$ cat src/source/pcs_pkg.sv
package pcs_pkg;

    // ======================================================================
    // GPIO word layout
    // ======================================================================
    localparam int GPIO_WIDTH   = 32;
    localparam int OPCODE_WIDTH = 9;                  // bits 30..22, bit 31 is the strobe
    localparam int FIELD_WIDTH  = 22;                 // bits 21..0
    localparam int STROBE_BIT   = GPIO_WIDTH - 1;

    localparam logic [OPCODE_WIDTH-1:0] OP_TEST   = 9'd0;
    localparam logic [OPCODE_WIDTH-1:0] OP_ENABLE = 9'd1;
    localparam logic [OPCODE_WIDTH-1:0] OP_READ   = 9'd2;

    // bit positions inside the enable field
    localparam int N_BLOCKS       = 5;
    localparam int EN_ENCODER     = 0;
    localparam int EN_SCRAMBLER   = 1;
    localparam int EN_DESCRAMBLER = 2;
    localparam int EN_DECODER     = 3;
    localparam int EN_CAPTURE     = 4;

    // ======================================================================
    // data path
    // ======================================================================
    localparam int         BLOCK_WIDTH  = 64;
    localparam int         HEADER_WIDTH = 2;
    localparam logic [1:0] SYNC_DATA    = 2'b01;
    localparam logic [1:0] SYNC_CTRL    = 2'b10;      // legal on the line, never generated here

    localparam int SCR_TAP_NEAR = 39;                 // 1 + x^39 + x^58
    localparam int SCR_TAP_FAR  = 58;

    localparam int LOCK_COUNT = 4;

    localparam int RAM_ADDR_WIDTH = 5;
    localparam int RAM_DEPTH      = 1 << RAM_ADDR_WIDTH;
    localparam int COUNT_WIDTH    = RAM_ADDR_WIDTH + 1;
    localparam int READ_HIGH_BIT  = RAM_ADDR_WIDTH;   // half-select sits just above the address

    typedef struct packed {
        logic capture;
        logic decoder;
        logic descrambler;
        logic scrambler;
        logic encoder;
    } enables_t;

    typedef struct packed {
        logic                    valid;
        logic [HEADER_WIDTH-1:0] header;
        logic [BLOCK_WIDTH-1:0]  payload;
    } block66_t;

    typedef struct packed {
        logic                   valid;
        logic [BLOCK_WIDTH-1:0] data;
    } word64_t;

endpackage

$ cat src/source/gpio_register_file.sv
`timescale 1ns/10ps

module gpio_register_file
    import pcs_pkg::*;
    (
    input  logic                      i_clock,
    input  logic                      i_reset,
    input  logic [GPIO_WIDTH-1:0]     i_gpio_in,

    output enables_t                  o_enables,
    output logic [FIELD_WIDTH-1:0]    o_seed,
    output logic [RAM_ADDR_WIDTH-1:0] o_read_address,
    output logic                      o_read_high,
    output logic                      o_restart
    );

logic                    strobe;
logic [OPCODE_WIDTH-1:0] opcode;
logic [FIELD_WIDTH-1:0]  field;
logic [N_BLOCKS-1:0]     enable_field;
enables_t                field_enables;

assign strobe       = i_gpio_in[STROBE_BIT];
assign opcode       = i_gpio_in[STROBE_BIT-1 -: OPCODE_WIDTH];
assign field        = i_gpio_in[FIELD_WIDTH-1:0];
assign enable_field = field[N_BLOCKS-1:0];

// map the field bits onto the named enables
always_comb
begin
    field_enables.encoder     = enable_field[EN_ENCODER];
    field_enables.scrambler   = enable_field[EN_SCRAMBLER];
    field_enables.descrambler = enable_field[EN_DESCRAMBLER];
    field_enables.decoder     = enable_field[EN_DECODER];
    field_enables.capture     = enable_field[EN_CAPTURE];
end

// ======================================================================
// opcode decode, acts on every cycle with the strobe high
// ======================================================================
always_ff @(posedge i_clock)
begin
    if (i_reset)
    begin
        o_enables      <= '0;
        o_seed         <= '0;
        o_read_address <= '0;
        o_read_high    <= 1'b0;
        o_restart      <= 1'b0;
    end
    else
    begin
        o_restart <= 1'b0;                            // single pulse unless the word is held
        if (strobe)
        begin
            case (opcode)
                OP_TEST:
                begin
                    o_enables <= field_enables;
                    o_seed    <= field;
                    o_restart <= 1'b1;
                end
                OP_ENABLE:
                begin
                    o_enables <= field_enables;
                end
                OP_READ:
                begin
                    o_read_address <= field[RAM_ADDR_WIDTH-1:0];
                    o_read_high    <= field[READ_HIGH_BIT];
                end
                default: ;                            // unknown opcodes are ignored
            endcase
        end
    end
end

endmodule

$ cat src/source/pattern_source.sv
`timescale 1ns/10ps

module pattern_source
    import pcs_pkg::*;
    (
    input  logic                   i_clock,
    input  logic                   i_reset,
    input  logic                   i_enable,
    input  logic                   i_restart,
    input  logic [FIELD_WIDTH-1:0] i_seed,

    output word64_t                o_word
    );

logic [BLOCK_WIDTH-1:0] count;
logic [BLOCK_WIDTH-1:0] seed_extended;

assign seed_extended = {{(BLOCK_WIDTH-FIELD_WIDTH){1'b0}}, i_seed};

always_ff @(posedge i_clock)
begin
    if (i_reset)
    begin
        count        <= '0;
        o_word.valid <= 1'b0;
    end
    else if (i_restart)
    begin
        // the restart cycle emits nothing, the seed leaves on the next one
        count        <= seed_extended;
        o_word.valid <= 1'b0;
    end
    else
    begin
        o_word.valid <= i_enable;
        if (i_enable)
            count <= count + 1'b1;                    // next value waits while gated
    end
end

// data register follows the counter, qualified by valid
always_ff @(posedge i_clock)
begin
    o_word.data <= count;
end

endmodule

$ cat src/source/block_encoder.sv
`timescale 1ns/10ps

module block_encoder
    import pcs_pkg::*;
    (
    input  logic     i_clock,
    input  logic     i_reset,
    input  word64_t  i_word,

    output block66_t o_block
    );

logic [HEADER_WIDTH-1:0] header;

// only data blocks exist on this path, idle slots carry an empty header
assign header = i_word.valid ? SYNC_DATA : '0;

always_ff @(posedge i_clock)
begin
    if (i_reset)
    begin
        o_block.valid <= 1'b0;
    end
    else
    begin
        o_block.valid <= i_word.valid;
    end
end

always_ff @(posedge i_clock)
begin
    o_block.header  <= header;
    o_block.payload <= i_word.data;
end

endmodule

$ cat src/source/scrambler.sv
`timescale 1ns/10ps

module scrambler
    import pcs_pkg::*;
    #(
    parameter int DESCRAMBLE = 0                      // 0 scrambles, 1 descrambles
    )
    (
    input  logic     i_clock,
    input  logic     i_reset,
    input  logic     i_enable,
    input  block66_t i_block,

    output block66_t o_block
    );

localparam int HISTORY_WIDTH = SCR_TAP_FAR;

logic [HISTORY_WIDTH-1:0] history;                    // bit 0 is the most recent line bit
logic [HISTORY_WIDTH-1:0] next_history;
logic [BLOCK_WIDTH-1:0]   next_payload;
logic                     mixed_bit;
logic                     feedback_bit;

// ======================================================================
// bit-serial recurrence unrolled over the payload, bit 0 goes first
// ======================================================================
always_comb
begin
    next_history = history;
    mixed_bit    = 1'b0;
    feedback_bit = 1'b0;
    for (int i = 0; i < BLOCK_WIDTH; i++)
    begin
        mixed_bit = i_block.payload[i]
                    ^ next_history[SCR_TAP_NEAR-1]
                    ^ next_history[SCR_TAP_FAR-1];
        next_payload[i] = i_enable ? mixed_bit : i_block.payload[i];
        // scrambler feeds back what it sends, descrambler what it receives
        if (DESCRAMBLE != 0)
            feedback_bit = i_block.payload[i];
        else
            feedback_bit = next_payload[i];
        next_history = {next_history[HISTORY_WIDTH-2:0], feedback_bit};
    end
end

always_ff @(posedge i_clock)
begin
    if (i_reset)
    begin
        history       <= '0;
        o_block.valid <= 1'b0;
    end
    else
    begin
        o_block.valid <= i_block.valid;
        if (i_block.valid)
            history <= next_history;                  // idle slots leave the history alone
    end
end

// sync header is never scrambled
always_ff @(posedge i_clock)
begin
    o_block.header  <= i_block.header;
    o_block.payload <= next_payload;
end

endmodule

$ cat src/source/block_decoder.sv
`timescale 1ns/10ps

module block_decoder
    import pcs_pkg::*;
    (
    input  logic     i_clock,
    input  logic     i_reset,
    input  logic     i_enable,
    input  block66_t i_block,

    output word64_t  o_word,
    output logic     o_lock
    );

localparam int LOCK_WIDTH = $clog2(LOCK_COUNT + 1);

logic [LOCK_WIDTH-1:0] good_count;
logic                  header_legal;

assign header_legal = (i_block.header == SYNC_DATA) || (i_block.header == SYNC_CTRL);

// block lock runs on every valid block, whatever the enable says
always_ff @(posedge i_clock)
begin
    if (i_reset)
    begin
        good_count <= '0;
        o_lock     <= 1'b0;
    end
    else if (i_block.valid)
    begin
        if (header_legal)
        begin
            if (good_count < LOCK_COUNT)
                good_count <= good_count + 1'b1;
            if (good_count >= LOCK_COUNT - 1)
                o_lock <= 1'b1;
        end
        else
        begin
            good_count <= '0;                         // one bad header drops lock
            o_lock     <= 1'b0;
        end
    end
end

always_ff @(posedge i_clock)
begin
    if (i_reset)
        o_word.valid <= 1'b0;
    else
        o_word.valid <= i_block.valid && i_enable;
end

always_ff @(posedge i_clock)
begin
    o_word.data <= i_block.payload;
end

endmodule

$ cat src/source/capture_ram.sv
`timescale 1ns/10ps

module capture_ram
    import pcs_pkg::*;
    (
    input  logic                      i_clock,
    input  logic                      i_reset,
    input  logic                      i_enable,
    input  logic                      i_restart,
    input  word64_t                   i_word,
    input  logic [RAM_ADDR_WIDTH-1:0] i_read_address,
    input  logic                      i_read_high,

    output logic [GPIO_WIDTH-1:0]     o_read_data,
    output logic [COUNT_WIDTH-1:0]    o_count
    );

logic [BLOCK_WIDTH-1:0]    mem [RAM_DEPTH];
logic [RAM_ADDR_WIDTH-1:0] write_pointer;
logic [RAM_ADDR_WIDTH-1:0] read_address_q;
logic                      read_high_q;
logic                      full;
logic                      write_enable;

assign full         = (o_count == COUNT_WIDTH'(RAM_DEPTH));
assign write_enable = i_enable && i_word.valid && !full;   // extra words are dropped

// ======================================================================
// write side
// ======================================================================
always_ff @(posedge i_clock)
begin
    if (i_reset)
    begin
        for (int i = 0; i < RAM_DEPTH; i++)
            mem[i] <= '0;                             // readback of an empty RAM gives zero
        write_pointer <= '0;
        o_count       <= '0;
    end
    else if (i_restart)
    begin
        write_pointer <= '0;
        o_count       <= '0;
    end
    else if (write_enable)
    begin
        mem[write_pointer] <= i_word.data;
        write_pointer      <= write_pointer + 1'b1;
        o_count            <= o_count + 1'b1;
    end
end

// read side is two registers deep, address then data
always_ff @(posedge i_clock)
begin
    if (i_reset)
    begin
        read_address_q <= '0;
        read_high_q    <= 1'b0;
        o_read_data    <= '0;
    end
    else
    begin
        read_address_q <= i_read_address;
        read_high_q    <= i_read_high;
        if (read_high_q)
            o_read_data <= mem[read_address_q][BLOCK_WIDTH-1 -: GPIO_WIDTH];
        else
            o_read_data <= mem[read_address_q][GPIO_WIDTH-1:0];
    end
end

endmodule

$ cat src/source/pcs_loopback_top.sv
`timescale 1ns/10ps

module pcs_loopback_top
    import pcs_pkg::*;
    (
    input  logic                   i_clock,
    input  logic                   i_reset,
    input  logic [GPIO_WIDTH-1:0]  i_gpio_in,

    output logic [GPIO_WIDTH-1:0]  o_gpio_out,
    output logic                   o_lock,
    output logic [COUNT_WIDTH-1:0] o_capture_count
    );

enables_t                  enables;
logic [FIELD_WIDTH-1:0]    seed;
logic [RAM_ADDR_WIDTH-1:0] read_address;
logic                      read_high;
logic                      restart;

word64_t                   source_word;
block66_t                  encoded_block;
block66_t                  scrambled_block;
block66_t                  descrambled_block;
word64_t                   decoded_word;

// ======================================================================
// control
// ======================================================================
gpio_register_file u_gpio_register_file (
    .i_clock        (i_clock),
    .i_reset        (i_reset),
    .i_gpio_in      (i_gpio_in),
    .o_enables      (enables),
    .o_seed         (seed),
    .o_read_address (read_address),
    .o_read_high    (read_high),
    .o_restart      (restart)
);

// ======================================================================
// data path, one register per stage
// ======================================================================
pattern_source u_pattern_source (
    .i_clock   (i_clock),
    .i_reset   (i_reset),
    .i_enable  (enables.encoder),                     // the encoder bit gates the source
    .i_restart (restart),
    .i_seed    (seed),
    .o_word    (source_word)
);

block_encoder u_block_encoder (
    .i_clock (i_clock),
    .i_reset (i_reset),
    .i_word  (source_word),
    .o_block (encoded_block)
);

scrambler #(
    .DESCRAMBLE (0)
) u_scrambler (
    .i_clock  (i_clock),
    .i_reset  (i_reset),
    .i_enable (enables.scrambler),
    .i_block  (encoded_block),
    .o_block  (scrambled_block)
);

scrambler #(
    .DESCRAMBLE (1)
) u_descrambler (
    .i_clock  (i_clock),
    .i_reset  (i_reset),
    .i_enable (enables.descrambler),
    .i_block  (scrambled_block),
    .o_block  (descrambled_block)
);

block_decoder u_block_decoder (
    .i_clock  (i_clock),
    .i_reset  (i_reset),
    .i_enable (enables.decoder),
    .i_block  (descrambled_block),
    .o_word   (decoded_word),
    .o_lock   (o_lock)
);

capture_ram u_capture_ram (
    .i_clock        (i_clock),
    .i_reset        (i_reset),
    .i_enable       (enables.capture),
    .i_restart      (restart),
    .i_word         (decoded_word),
    .i_read_address (read_address),
    .i_read_high    (read_high),
    .o_read_data    (o_gpio_out),
    .o_count        (o_capture_count)
);

endmodule

$ cat config.mk
export PLATFORM = sky130hd
export DESIGN_NAME = pcs_loopback_top
export DESIGN_NICKNAME = d
export VERILOG_FILES = /design/src/source/pcs_pkg.sv /design/src/source/gpio_register_file.sv /design/src/source/pattern_source.sv /design/src/source/block_encoder.sv /design/src/source/scrambler.sv /design/src/source/block_decoder.sv /design/src/source/capture_ram.sv /design/src/source/pcs_loopback_top.sv
export SDC_FILE = /design/constraint.sdc
export NUM_CORES = 2
export LEC_CHECK = 0
export BUFFER_PORTS_ARGS = -buffer_cell sky130_fd_sc_hd__buf_2
export CORE_MARGIN = 8
export CORE_UTILIZATION = 63
export CTS_CLUSTER_SIZE = 20
export DETAILED_ROUTE_END_ITERATION = 12
export PLACE_DENSITY_LB_ADDON = 0.2
export SYNTH_ARGS = -nofsm -noshare
export SYNTH_HDL_FRONTEND = slang
export SYNTH_SLANG_ARGS = --single-unit
$ cat constraint.sdc
create_clock -name i_clock -period 4.1 [get_ports i_clock]
set_clock_uncertainty 0.1 [all_clocks]
set_input_delay 0.82 -clock i_clock [delete_from_list [all_inputs] [get_ports i_clock]]
set_output_delay 0.82 -clock i_clock [all_outputs]
set_load 0.02 [all_outputs]
==> metrics.txt <==
DP Cell Count a little under 10,000; GRT Overall Usage between 30% and 40%; final hold vios 0; Layout area overhead 11.0%; Die X between 400 and 500 um; residual DRC count 0; fin util a little over two thirds; met1 Use GR 43.4%; Post-CTS Resized 0; leading area contributor after synthesis edfxtp_1; crit path kind reg2reg; Post-CTS Setup Bufs 0; RSZ-0062 raised after global routing no; die height 438 um; Yosys top cell area share 54.7%; first-pass GRT wire length between 400,000 and 500,000 um; First DRT Iteration DRCs 9,958; Fmax about 270 MHz; most frequent cells in the layout 2,061 x and2_1, 2,048 x edfxtp_1, 583 x dfxtp_1; Tmin final approximately 3.7 ns; I/O Pins 73; layout cells sized above 1 17.9%; Worst-Skew Late Latency slightly above 0.9 ns; largest net degree at the start of global routing between 100 and 150; full die area 192,000 um^2; Primary FF master, synth edfxtp_1; Syn Inst Count 7,619; MaxCap Viol Count 0; LEAKAGE between 40 and 50 nW; most common cell after layout, fill and taps aside and2_1; dpl ws ~0.58 ns; Worst setup EP type register; overall power ~56 mW; CP max stage cell a2111oi_0; Final #Nets 7,601; Slew Viols, Final 0; critical path peak fanout 18; Root Driver clkbuf_16; M2 GR Usage a little over half; YS warnings 0; startpoint types register; Yosys reg bits roughly 2,600; Final Non-Filler Cells between 10,000 and 15,000; final WL 326,000 um; CP required ~4.8 ns; CP Cell Sequence buf_12 -> buf_4 -> mux4_2 -> mux2_2 -> nor2_1 -> a2111oi_0 -> buf_4 -> nor2_1 -> a21oi_1; Global Route met3 Usage 9.22%; Reg area around 73,000 um^2; post-route antenna net violation count 0; First-pass DRT Iterations 8; Crit path arrival time 4.31 ns; pwr dens approximately 440 nW/um^2; CTS Buffer Depth 4; Rows about 160; ys async rst share 0%; GRT Max-Usage Layer met2; core area about 180,000 um^2; VDD IR-drop max around 0.43 mV; final setup margin approximately 0.43 ns; Final GP Congestion just under 0.9; status finished clean; Clk pin slew, worst setup/hold paths approximately 0.060 ns; routed len/inst about 32 um; CTS tree built; CTS Sinks 2,643; Slew @ Worst Pin between 1 and 1.5 ns; syn_area_per_cell between 10 and 15 um^2; Starting Density between 60% and 70%; IO buf count between 70 and 80; final worst-path cycle share approximately nine tenths; mapped cell area roughly 110,000 um^2; setup TNS 0 ns; detailed-route via count approximately 66,000; vias in the first global route ~66,000; post-DP HPWL between 150,000 and 200,000 um; total CTS buffers around 290; Hold Path Class in2reg; Synth area leaders edfxtp_1 55%, and2_1 11%, mux4_2 11%, dfxtp_1 11%, clkbuf_1 1.8%; CP max stage delay 0.72 ns; multi-input logic area between 30,000 and 40,000 um^2; Via density roughly 6.5; total number of H-tree levels 5; Filler cells ~11,000; Netlist cell types 63; Hold Buf Count CTS 0; sequential share of the synthesized area between 60% and 70%; antenna violations before repair 30; global route overflow 0; EDFF count, synth approximately 2,000; Slew Limit Headroom 8.89%; setup violators final 0; syn_nets ~7,700
cell type report:
type | instances | share of cell area, %
Antenna cell | 13 | 0.0261
Clock buffer | 379 | 6.36
Clock inverter | 104 | 0.647
Inverter | 31 | 0.0972
Multi-Input combinational cell | 4277 | 29.2
Sequential cell | 2643 | 58.8
Tap cell | 2355 | 2.36
Timing Repair Buffer | 320 | 2.49
per-stage QoR:
stage                     cell area [um^2]  hold slack [ns]
after CTS                           125000          0.00605
after global placement              116000            0.210
after detailed placement            116000            0.212
after global routing                125000           0.0201
after floorplan                     112000            0.210
final                               125000           0.0520
registers in the layout, summed over array words and instances (netlist names), 6 cells and up, named ones only:
register,flops
u_scrambler.o_block,66
u_descrambler.history,58
u_pattern_source.count,64
u_pattern_source.o_word,65
u_gpio_register_file.o_seed,22
u_block_decoder.o_word,65
u_capture_ram.o_count,6
u_capture_ram.o_read_data,32
u_capture_ram.mem,2048
u_block_encoder.o_block,66
u_scrambler.history,58
u_descrambler.o_block,66
cells by family after synthesis:
kind of cell,Yosys count,share of synthesized area [%]
mux,731,12.9
fa+ha+maj,9,0.100
buf+inv,699,2.57
xor+xnor,298,2.50
flops,2643,65.3
simple gates,2954,15.1
compound gates,285,1.61
power by group:
part / switching (mW) / leakage (nW) / internal [mW]
Combinational: 0.976 / 14.8 / 0.428
Clock: 10.2 / 4.30 / 14.3
Sequential: 0.202 / 25.9 / 29.5
routing by layer:
metal  part of all wire (%)  vias up
li1                       -    27100
met1                     35    33500
met2                     47     4722
met3                     13      918
met4                    5.7        8
met5                  0.017        -
path summary, 6_finish.rpt:
kind,startpoint,to,slack (ns),cells past startpoint
min,i_gpio_in[13],u_gpio_register_file.o_seed[13],0.05,3
min reg2reg,u_pattern_source.o_word[25],u_block_encoder.o_block[25],0.22,0
max reg2reg,register,u_capture_ram.o_read_data[22],0.43,9
max,register,u_capture_ram.o_read_data[22],0.43,9
synthesized netlist by cell type (15+ instances only):
master,instances
nand3_1,48
nand4_1,19
a22oi_1,20
buf_4,37
and3_1,17
nor3_1,69
and2_1,2061
dfxtp_1,595
nand2_1,264
o21a_1,19
o21ai_1,15
xnor2_1,146
mux4_2,568
nor4_1,15
mux2i_1,146
buf_1,31
a211oi_1,35
mux2_2,17
inv_1,27
nor2b_1,22
xor2_1,139
o22ai_1,21
nor2_1,342
o21ai_0,29
a21oi_1,89
or3_1,16
or2_2,40
clkbuf_1,536
edfxtp_1,2048
buf_2,56
critical path: cells and delay by family, from the launching register on:
family / cells / cell delay [ns]
buf+inv: 3 / 0.93
mux: 2 / 0.45
compound gates: 2 / 1.16
simple gates: 2 / 0.08
flops: 1 / 0.69
(Power assumes the default switching activity.)
